<file path="config.mk">
export PLATFORM = sky130hd
export DESIGN_NAME = prbs_mon_top
export DESIGN_NICKNAME = d
export VERILOG_FILES = /design/src/design/prbs_pkg.sv /design/src/design/prbs_gen.sv /design/src/design/prbs_check.sv /design/src/design/prbs_sync_fsm.sv /design/src/design/prbs_err_counter.sv /design/src/design/prbs_mon_top.sv
export SDC_FILE = /design/constraint.sdc
export NUM_CORES = 1
export LEC_CHECK = 0
export ABC_CLOCK_PERIOD_IN_PS = 3100
export BUFFER_PORTS_ARGS = -buffer_cell sky130_fd_sc_hd__buf_2
export CORE_MARGIN = 2
export CORE_UTILIZATION = 40
export CTS_CLUSTER_SIZE = 10
export DETAILED_ROUTE_END_ITERATION = 10
export SETUP_SLACK_MARGIN = 0.05
export SYNTH_ARGS = -nofsm -noshare
export SYNTH_HDL_FRONTEND = slang
export SYNTH_SLANG_ARGS = --single-unit
</file>
<file path="constraint.sdc">
create_clock -name clk -period 3.1 [get_ports clk]
set_input_delay 0.465 -clock clk [delete_from_list [all_inputs] [get_ports clk]]
set_output_delay 0.465 -clock clk [all_outputs]
set_load 0.005 [all_outputs]
</file>
<file path="src/design/prbs_pkg.sv">
/* Shared PRBS15 constants, vector types, the sync state enum and the byte and
   status structs. Imported by every module of the pattern subsystem. */
`default_nettype none

package prbs_pkg;

    ////////////////////////////////////////////////////////////////////////////
    // Polynomial x^15 + x^14 + 1

    // Degree, also the first tap
    localparam int unsigned prbs_len = 15;
    // Second tap
    localparam int unsigned prbs_tap = 14;

    ////////////////////////////////////////////////////////////////////////////
    // Vector types

    // One byte on the wire, MSB is sent first
    typedef logic [7:0] byte_t;

    // Last fifteen sequence bits, newest in bit 0
    typedef logic [prbs_len-1:0] prbs_state_t;

    // Errored byte count
    typedef logic [15:0] err_count_t;

    // Receive alignment state
    typedef enum logic [1:0] {
        hunt = 2'd0,
        lock = 2'd1
    } sync_state_t;

    ////////////////////////////////////////////////////////////////////////////
    // Grouped signals

    // Received byte with its strobe
    typedef struct packed {
        logic  valid;
        byte_t data;
    } rx_byte_t;

    // Transmitted byte with its strobe
    typedef struct packed {
        logic  valid;
        byte_t data;
    } tx_byte_t;

    // Monitor results
    typedef struct packed {
        logic       in_sync;
        logic       byte_err;
        err_count_t err_count;
    } rx_status_t;

endpackage

`default_nettype wire

</file>
<file path="src/design/prbs_gen.sv">
/* Byte-wide PRBS15 pattern source for the transmit side. One byte per enabled
   cycle, registered, with an optional bit 0 flip on a single byte. */
`timescale 1ns/1ps
`default_nettype none

module prbs_gen import prbs_pkg::*; (
    input  wire logic     clk,
    input  wire logic     reset,
    input  wire logic     tx_enable,
    input  wire logic     inject_error,
    output tx_byte_t      tx
);

    // Sequence state, starts from all ones
    prbs_state_t gen_state;
    // State and byte after eight more bits
    prbs_state_t step_state;
    byte_t       step_byte;
    // Injection request waiting for an enabled cycle
    logic        inject_pending;
    logic        inject_now;
    // Output registers
    logic        tx_valid_q;
    byte_t       tx_data_q;

    ////////////////////////////////////////////////////////////////////////////
    // Eight bit steps, MSB of the byte comes out first

    always_comb begin
        step_state = gen_state;
        for (int i = 7; i >= 0; i--) begin
            // New bit from taps 15 and 14
            step_byte[i] = step_state[prbs_len-1] ^ step_state[prbs_tap-1];
            step_state   = {step_state[prbs_len-2:0], step_byte[i]};
        end
    end

    // Request from this cycle or one left over from an idle cycle
    assign inject_now = inject_error | inject_pending;

    ////////////////////////////////////////////////////////////////////////////
    // Control registers

    always_ff @(posedge clk) begin
        if (reset) begin
            gen_state      <= '1;
            tx_valid_q     <= 1'b0;
            inject_pending <= 1'b0;
        end else begin
            tx_valid_q <= tx_enable;
            if (tx_enable) begin
                gen_state      <= step_state;
                // Consumed by this byte
                inject_pending <= 1'b0;
            end else if (inject_error) begin
                inject_pending <= 1'b1;
            end
        end
    end

    // Payload, flip only affects the wire, never the state
    always_ff @(posedge clk) begin
        if (tx_enable) begin
            tx_data_q <= step_byte ^ byte_t'(inject_now);
        end
    end

    assign tx = '{valid: tx_valid_q, data: tx_data_q};

endmodule

`default_nettype wire

</file>
<file path="src/design/prbs_check.sv">
/* Combinational PRBS15 byte checker. Shifts the received bits into the
   expected state MSB first and flags any bit the taps did not predict. */
`timescale 1ns/1ps
`default_nettype none

module prbs_check import prbs_pkg::*; (
    input  wire rx_byte_t    rx,
    input  wire prbs_state_t expected,
    output prbs_state_t      next_state,
    output logic             mismatch
);

    // Per-bit prediction error, index matches the data bit
    byte_t       bit_err;
    // Running state while walking the byte
    prbs_state_t walk_state;
    // Old state holds no sequence at all
    logic        state_zero;

    ////////////////////////////////////////////////////////////////////////////
    // Bit walk

    always_comb begin
        walk_state = expected;
        for (int i = 7; i >= 0; i--) begin
            // Prediction from the state before this bit
            bit_err[i] = rx.data[i] ^ walk_state[prbs_len-1] ^ walk_state[prbs_tap-1];
            // Received bit always enters, good or bad
            walk_state = {walk_state[prbs_len-2:0], rx.data[i]};
        end
    end

    // Self-synchronizing, the state follows the line
    assign next_state = walk_state;

    ////////////////////////////////////////////////////////////////////////////
    // Error flag

    // All-zero state locks up the LFSR, so it is an error too
    assign state_zero = (expected == '0);

    // Only meaningful on a valid byte
    assign mismatch = rx.valid & ((|bit_err) | state_zero);

endmodule

`default_nettype wire

</file>
<file path="src/design/prbs_sync_fsm.sv">
/* Receive side state holder and hunt/lock FSM. Keeps the expected PRBS state,
   counts good and bad byte runs and flags errors one cycle after the byte. */
`timescale 1ns/1ps
`default_nettype none

module prbs_sync_fsm import prbs_pkg::*; #(
    parameter int unsigned sync_count = 4,
    parameter int unsigned loss_count = 3
) (
    input  wire logic        clk,
    input  wire logic        reset,
    input  wire rx_byte_t    rx,
    input  wire prbs_state_t next_state,
    input  wire logic        mismatch,
    output prbs_state_t      expected,
    output logic             in_sync,
    output logic             byte_err,
    output logic             count_enable
);

    // Run counter must hold the larger threshold
    localparam int unsigned run_max = (sync_count > loss_count) ? sync_count : loss_count;
    localparam int unsigned run_w   = $clog2(run_max + 1);

    sync_state_t      state;
    logic [run_w-1:0] run_cnt;
    // Last byte of a run
    logic             sync_done;
    logic             loss_done;

    assign sync_done = (run_cnt == run_w'(sync_count - 1));
    assign loss_done = (run_cnt == run_w'(loss_count - 1));

    ////////////////////////////////////////////////////////////////////////////
    // Expected state, loaded on every valid byte

    always_ff @(posedge clk) begin
        if (reset) begin
            expected <= '0;
        end else if (rx.valid) begin
            expected <= next_state;
        end
    end

    ////////////////////////////////////////////////////////////////////////////
    // Hunt/lock FSM

    always_ff @(posedge clk) begin
        if (reset) begin
            state   <= hunt;
            run_cnt <= '0;
        end else if (rx.valid) begin
            case (state)
                hunt: begin
                    // Good run towards lock
                    if (mismatch) begin
                        run_cnt <= '0;
                    end else if (sync_done) begin
                        state   <= lock;
                        run_cnt <= '0;
                    end else begin
                        run_cnt <= run_cnt + 1'b1;
                    end
                end
                lock: begin
                    // Bad run towards hunt
                    if (!mismatch) begin
                        run_cnt <= '0;
                    end else if (loss_done) begin
                        state   <= hunt;
                        run_cnt <= '0;
                    end else begin
                        run_cnt <= run_cnt + 1'b1;
                    end
                end
                default: begin
                    state   <= hunt;
                    run_cnt <= '0;
                end
            endcase
        end
    end

    assign in_sync = (state == lock);

    ////////////////////////////////////////////////////////////////////////////
    // Error pulses

    always_ff @(posedge clk) begin
        if (reset) begin
            byte_err     <= 1'b0;
            count_enable <= 1'b0;
        end else begin
            byte_err     <= mismatch;
            // Only errors seen while locked are counted
            count_enable <= mismatch & (state == lock);
        end
    end

endmodule

`default_nettype wire

</file>
<file path="src/design/prbs_err_counter.sv">
/* Saturating errored byte counter for the receive monitor. Steps on each
   count_enable pulse and is zeroed by clear_count. */
`timescale 1ns/1ps
`default_nettype none

module prbs_err_counter import prbs_pkg::*; (
    input  wire logic clk,
    input  wire logic reset,
    input  wire logic count_enable,
    input  wire logic clear_count,
    output err_count_t err_count
);

    // Count register
    err_count_t count_q;
    // Top value reached, hold there
    logic       count_full;

    ////////////////////////////////////////////////////////////////////////////
    // Saturation detect

    assign count_full = &count_q;

    ////////////////////////////////////////////////////////////////////////////
    // Counter

    always_ff @(posedge clk) begin
        if (reset) begin
            count_q <= '0;
        end else if (clear_count) begin
            // Clear beats a same-cycle increment
            count_q <= '0;
        end else if (count_enable && !count_full) begin
            count_q <= count_q + 1'b1;
        end
    end

    // Straight from the register
    assign err_count = count_q;

endmodule

`default_nettype wire

</file>
<file path="src/design/prbs_mon_top.sv">
/* PRBS15 test-pattern subsystem top. Generator drives tx; checker, sync FSM
   and error counter watch rx and report through status. */
`timescale 1ns/1ps
`default_nettype none

module prbs_mon_top import prbs_pkg::*; #(
    parameter int unsigned sync_count = 4,
    parameter int unsigned loss_count = 3
) (
    input  wire logic     clk,
    input  wire logic     reset,
    // Transmit side
    input  wire logic     tx_enable,
    input  wire logic     inject_error,
    output tx_byte_t      tx,
    // Receive side
    input  wire rx_byte_t rx,
    input  wire logic     clear_count,
    output rx_status_t    status
);

    // Checker to FSM
    prbs_state_t expected;
    prbs_state_t next_state;
    logic        mismatch;
    // FSM outputs
    logic        in_sync;
    logic        byte_err;
    logic        count_enable;
    // Counter output
    err_count_t  err_count;

    ////////////////////////////////////////////////////////////////////////////
    // Transmit

    prbs_gen u_gen (
        .clk          (clk),
        .reset        (reset),
        .tx_enable    (tx_enable),
        .inject_error (inject_error),
        .tx           (tx)
    );

    ////////////////////////////////////////////////////////////////////////////
    // Receive

    // Pure logic, state lives in the FSM
    prbs_check u_check (
        .rx         (rx),
        .expected   (expected),
        .next_state (next_state),
        .mismatch   (mismatch)
    );

    prbs_sync_fsm #(
        .sync_count (sync_count),
        .loss_count (loss_count)
    ) u_sync (
        .clk          (clk),
        .reset        (reset),
        .rx           (rx),
        .next_state   (next_state),
        .mismatch     (mismatch),
        .expected     (expected),
        .in_sync      (in_sync),
        .byte_err     (byte_err),
        .count_enable (count_enable)
    );

    prbs_err_counter u_count (
        .clk          (clk),
        .reset        (reset),
        .count_enable (count_enable),
        .clear_count  (clear_count),
        .err_count    (err_count)
    );

    // Status bundle
    assign status = '{in_sync: in_sync, byte_err: byte_err, err_count: err_count};

endmodule

`default_nettype wire

</file>
# [After elaboration in Yosys (flattened, before gate mapping)]
# Cells that the tools add are included.
[word_totals] reg_bits=63 output_inout_bits=27 wordCells=67 inputBits=14
[classes] bitwise_logic=29 mux=10 addsub=2 n_eq_ne=7 n_reduce_logical=9
[ops] op="1-bit bitwise XOR" count=24
[ops] op="16-bit by 1-bit adder with 16-bit output (second input constant)" count=1
[ops] op="16-bit AND reduction" count=1
[ops] op="15-bit zero test" count=1
[ops] op="3-bit two-way mux" count=4
[ops] op="2-bit two-way mux" count=4
[ops] op="8-bit OR reduction" count=1
[ops] op="8-bit by 1-bit bitwise XOR with 8-bit output" count=1
[ops] op="3-bit by 2-bit == test with 1-bit output (second input constant)" count=2
[ops] op="2-bit by 1-bit != test with 1-bit output (second input constant)" count=3
[ops] op="3-bit case mux with 2 select lines" count=1
[ops] op="5-bit AND reduction" count=1
[ops] op="2-bit case mux with 2 select lines" count=1
[ops] op="2-bit OR reduction" count=2
[ops] op="3-bit by 1-bit adder with 3-bit output (second input constant)" count=1
[ops] op="1-bit bitwise AND" count=2
[ops] op="2-bit by 1-bit == test with 1-bit output (second input constant)" count=1
[ops] op="2-bit zero test" count=1
[ops] op="2-bit != test (second input constant)" count=1
[ops] op="1-bit bitwise OR" count=2
[ops] op="1-bit logical AND" count=1
[ops] op="1-bit zero test" count=1

# [Longest topological paths before layout]
[depth] word_depth=7 mapped_depth=9 mapped_depth_nobuf=9

# [Hierarchy]
# A second synthesis with hierarchy kept.
[unflattened] hier_cells=313 hier_area_um2=3016.6
[by_module_without_submodules] mod="prbs_gen" n_inst=1 area_each_um2=933.4 seq_area_each_um2=580.6 cells_each=80
[by_module_without_submodules] mod="prbs_err_counter" n_inst=1 area_each_um2=924.6 seq_area_each_um2=320.3 cells_each=110
[by_module_without_submodules] mod="prbs_sync_fsm" n_inst=1 area_each_um2=845.8 seq_area_each_um2=420.4 cells_each=83
[by_module_without_submodules] mod="prbs_check" n_inst=1 area_each_um2=297.8 seq_area_each_um2=0.0 cells_each=38
[by_module_without_submodules] mod="prbs_mon_top" n_inst=1 area_each_um2=15.0 seq_area_each_um2=0.0 cells_each=2

# [Worst setup path after synthesis]
# OpenSTA, ideal clock, no wires.
[synth_timing] kind="input port to flip-flop" from="in rx[7] (netlist bit)" to="reg u_sync.state[0]" arrival_time_ns=2.284 cell_stages=9 setup_ns=0.071 t_required_ns=3.029 path_slack_ns=0.745 n_path_buf=0 cell_sequence="xor2_1 -> mux2i_1 -> o2111ai_1 -> o21ai_0 -> inv_1 -> ha_1 -> nand2b_1 -> or3b_2 -> a21oi_1"
[synth_between] elab_chain_cells=7 elab_cells_between_ends=8 classes_between="eq/ne: 2; bitwise: 4; reduce/logical: 2"
[synth_rtl] item="start, declared" line_no="prbs_mon_top.sv:17" rtl="input wire rx_byte_t rx,"
[synth_rtl] item="1-bit bitwise XOR (*) (2 in series)" line_no="prbs_check.sv:27" rtl="bit_err[i] = rx.data[i] ^ walk_state[prbs_len-1] ^ walk_state[prbs_tap-1];"
[synth_rtl] item="8-bit OR reduction (*)" line_no="prbs_check.sv:43" rtl="assign mismatch = rx.valid & ((|bit_err) | state_zero);"
[synth_rtl] item="1-bit bitwise OR (*)" line_no="prbs_check.sv:43"
[synth_rtl] item="1-bit bitwise AND (*)" line_no="prbs_check.sv:43"
[synth_rtl] item="named net mismatch" line_no="prbs_mon_top.sv:25" rtl="logic mismatch;"
[synth_rtl] item="2-bit != test (no line) / 2-bit by 1-bit != test with 1-bit output (equally long branches)"
[synth_rtl] item="5-bit AND reduction (no line) (*)"
[synth_rtl] item="end signal, assigned" line_no="prbs_sync_fsm.sv:50" rtl="state <= hunt;"
[synth_rtl] item="end signal, assigned" line_no="prbs_sync_fsm.sv:59" rtl="state <= lock;"
[synth_rtl] item="end signal, assigned" line_no="prbs_sync_fsm.sv:70" rtl="state <= hunt;"
[synth_rtl] item="end, declared" line_no="prbs_sync_fsm.sv:25" rtl="sync_state_t state;"
# Mark *: on every way through the listed nets, which the timed path passes. The rest lies on a longest branch.
# A chain may end at the register's enable or synchronous reset.

# [Worst setup path in the final report]
[layout_timing] from="reg u_sync.expected[14]" to="reg u_sync.state[0]"
[layout_between] elab_chain_cells=7 elab_cells_between_ends=9 classes_between="eq/ne: 2; bitwise: 4; reduce/logical: 3"
[layout_rtl] item="start, declared" line_no="prbs_sync_fsm.sv:15" rtl="output prbs_state_t expected,"
[layout_rtl] item="start signal, assigned" line_no="prbs_sync_fsm.sv:41" rtl="expected <= next_state;"
[layout_rtl] item="1-bit bitwise XOR (2 in series)" line_no="prbs_check.sv:27"
[layout_rtl] item="8-bit OR reduction" line_no="prbs_check.sv:43"
[layout_rtl] item="1-bit bitwise OR (*)" line_no="prbs_check.sv:43"
[layout_rtl] item="1-bit bitwise AND (*)" line_no="prbs_check.sv:43"
[layout_rtl] item="named net mismatch" line_no="prbs_mon_top.sv:25"
[layout_rtl] item="2-bit != test (no line) / 2-bit by 1-bit != test with 1-bit output (equally long branches)"
[layout_rtl] item="5-bit AND reduction (no line) (*)"
# Marks and branches as above.

==> metrics list <==
* Post-route clock skew: 0.00625 ns
- Fill cell count: 663
- Clock latency on the worst-skew pair, taken at its later pin, is around 0.33 ns.
* CP Capture Type: register
- WP data arrival: 2.76 ns
- The clock passes through at most 2 buffers.
- Compared with the post-synthesis result, the final layout area differs by 16.3%.
* Portion of the clock cycle consumed by the worst path in the final layout: 0.806
- Count of warnings emitted by yosys: 0
* Final Wtd Congestion: 0.869
- Post-CTS clock slew at the launch and capture registers of the worst setup and hold paths: 0.07 ns
- The detail route stage leaves a number of antenna-violating nets equal to 0.
- Yosys mapped a number of flops with a built-in enable equal to 8.
- Final worst hold slack: 0.388 ns
- IO Pins: approximately 40
- Static timing analysis puts the maximum clock frequency at between 400 and 500 MHz.
- Cell area after layout: 3220 µm²
- Final number of max-transition violations: 0
- Post-synthesis average cell area: ~10 µm²
* DP Wirelength: around 3.5 mm
- Unrepaired setup endpoints after global routing: false
- The number of global-route vias before repair was between 1500 and 2000.
- Die Area: 7610 µm²
* Final Hold Viols: 0
* Distinct cells, synth: 39
- Buffers placed on the I/O ports in this run total 40.
- Once layout is complete, the utilization of the core stands at 0.477.
- Before CTS, the worst setup slack after placement is roughly 0.44 ns.
- Core ar.: around 6800 µm²
- For flop-to-flop paths, the worst setup slack is 0.60 ns.
* Maximum fanout along the worst path: 5
- Routed wire length per instance: about 13 µm
- The worst register-to-register path ends at u_sync.state[0]$_SDFFE_PP0P_.
- Largest net degree at the start of global routing: 41
- The tightest min-delay check is of the input pin to register type.
- The number of antenna diodes in the final layout is 0.
- Reg-to-reg critical path startpoint: u_sync.expected[14]$_SDFFE_PP0P_
- Number of sinks handled by clock tree synthesis: 62
- The path with the worst hold slack has its endpoint at u_sync.expected[7]$_SDFFE_PP0P_.
- Data on the critical path is required at its endpoint by 3.36 ns.
* Initial core utilization: 0.410
* Area of placed instances: roughly 3000 µm²
- Total of max-cap violations: 0
- The number of gates resized after CTS was 0.
- Drt drc: 0
* Overall die height: 87.2 µm
* Number of buffers created by CTS: 9
* Dominant cells by area after synthesis: dfxtp_1 (39%), edfxtp_1 (8.7%), mux2i_1 (6.9%)
* Number of antenna violations at the first check in global routing: 0
* Worst-case vdd ir drop: 0.239 mV
* Cell type contributing the most total cell area after synthesis: dfxtp_1
- Iteration-0 DRC count of the detailed router: 89
- After floorplanning, the core was divided into 30 placement rows.
- Leakage power summed over all cells: approximately 1.3 nW
* TritonCTS clock tree: built
- The commonest cells after synthesis are dfxtp_1 (54), nor2_1 (35), mux2i_1 (19).
- Across all layers, the routed design uses a little over 2000 vias.
- Synthesis handed over a netlist of 277 instances.
* H-tree levels: 3
- Library cell with the highest instance count after synthesis: dfxtp_1
* Global-route congestion overflow total: 0
- Total global-route track usage: 0.152
- Wires add up to 5.21 mm.
- The first detailed-routing pass ran for 4 iterations.
* Count of endpoints failing setup in the final report: 0
* Share of cells above drive strength 1: 0.191
- Number of setup buffers added after CTS: 0
* Area share of the largest cell type after synthesis: 0.390
* Hold path startpoint: rx[7]
- The floorplan step set the die width to between 80 and 90 µm.
- Buffers inserted to repair hold after CTS numbered 0.
- CTS placed an instance of clkbuf_8 at the clock tree root.
- Detail-routed via count per cell: ~5
* Post-synthesis async set-or-reset flop share: 0
- STA classifies the critical path startpoint as a register.
- Counting instances, the worst hold path has a depth of 3.
- Synthesis produced a netlist with a net count of 298.
- For this run, the leading register cell type out of synthesis is dfxtp_1.
* Accumulated negative setup slack: 0 ns
- The worst register-to-register path has a depth of 9.
* Worst-Margin Slew: 0.708 ns
- Wire length of the first global-routing pass: 8.93 mm
- Of the synthesized area, sequential elements account for 0.477.
- Worst setup margin: 0.600 ns
* Power density of the placed cells: around 550 nW/µm²
* Classification of the worst setup path: register to register
- Summing every instance area after synthesis gives about 2800 µm².
* Slew margin rel.: 0.528
- In the final design database the tool counted 335 nets.
- Synthesis inferred a little over 60 register bits.
* Outcome: completed
- Post-layout minimum cycle time: roughly 2.5 ns
[area by class of cell]
cell class | count | area (µm²) | area share
Clock buffer | 12 | 135 | 0.0420
Inverter | 8 | 30.0 | 0.00932
Sequential cell | 62 | 1320 | 0.410
Clock inverter | 4 | 72.6 | 0.0225
Tap cell | 80 | 100 | 0.0311
Timing Repair Buffer | 42 | 215 | 0.0668
Multi-Input combinational cell | 191 | 1350 | 0.418
[state kept, by name, indices dropped and copies added, names as in the netlist]
signal                count
u_count.err_count        16
u_gen.gen_state          15
u_sync.expected          15
u_gen.tx_data_q           8
u_sync.run_cnt            3
u_gen.inject_pending      1
u_gen.tx_valid_q          1
u_sync.byte_err           1
u_sync.count_enable       1
u_sync.state              1
[report_power, final]
| group | total (mW) | internal [mW] | leakage (nW) | switching, mW |
|---|---|---|---|---|
| registers | 0.884 | 0.858 | 0.523 | 0.0260 |
| logic | 0.146 | 0.0715 | 0.671 | 0.0745 |
| clock network | 0.757 | 0.452 | 0.101 | 0.304 |
[placed cells by master, fill, tap and decap left out, drive strengths merged, types with 11 or more instances in the layout]
cell and n:
xor2 11, nor2 35, mux2i 19, xnor2 16
clkbuf 12, buf 42, nor2b 17, dfxtp 54
nor3 12, a211o 15
[critical path, cell delays in order, from the launching register on]
cell	delay (ns)
dfxtp_1	0.40
xor2_1	0.21
mux2i_1	0.22
o2111ai_1	0.22
o21ai_0	0.26
inv_1	0.07
ha_1	0.28
nand2b_1	0.15
or3b_2	0.47
a21oi_1	0.14
[how the worst max path moves through the flow]
| stage | start | to | slack [ns] | cells after the start |
|---|---|---|---|---|
| 4_1_cts | u_sync.expected[8]$_SDFFE_PP0P_ | u_sync.state[0]$_SDFFE_PP0P_ | 0.60 | 9 |
| 6_report | u_sync.expected[14]$_SDFFE_PP0P_ | u_sync.state[0]$_SDFFE_PP0P_ | 0.60 | 9 |
| 5_1_grt | u_sync.expected[8]$_SDFFE_PP0P_ | u_sync.state[0]$_SDFFE_PP0P_ | 0.43 | 9 |
| 3_5_place_dp | rx[7] | u_sync.state[0]$_SDFFE_PP0P_ | 0.44 | 10 |
| 2_1_floorplan | rx[7] | u_sync.state[0]$_SDFFE_PP0P_ | 0.75 | 9 |
| 3_3_place_gp | rx[7] | u_sync.state[0]$_SDFFE_PP0P_ | 0.48 | 10 |
[per-stage QoR]
| stage | cells | power [mW] |
|---|---|---|
| floorplan | 277 | 1.00 |
| global placement | 383 | 1.05 |
| detailed placement | 383 | 1.05 |
| CTS | 399 | 1.82 |
| global route | 399 | 1.88 |
| finish | 399 | 1.79 |
[kinds of logic after synthesis]
kind of cell,synth area share
AOI/OAI and AO/OA,0.0890
xor gates and xnor gates,0.0854
muxes,0.0781
and+or+nand+nor,0.202
DFF,0.477
buffers and inverters,0.0370
adders and majority gates,0.0316
[layer usage]
metal,vias to the layer above,share of wire,track usage
met5,-,0,0
li1,1049,-,-
met4,0,0.011,0.0671
met1,957,0.48,0.196
met2,43,0.46,0.232
met3,6,0.048,0.0502
Note: power is estimated with default switching activity, not from simulation.
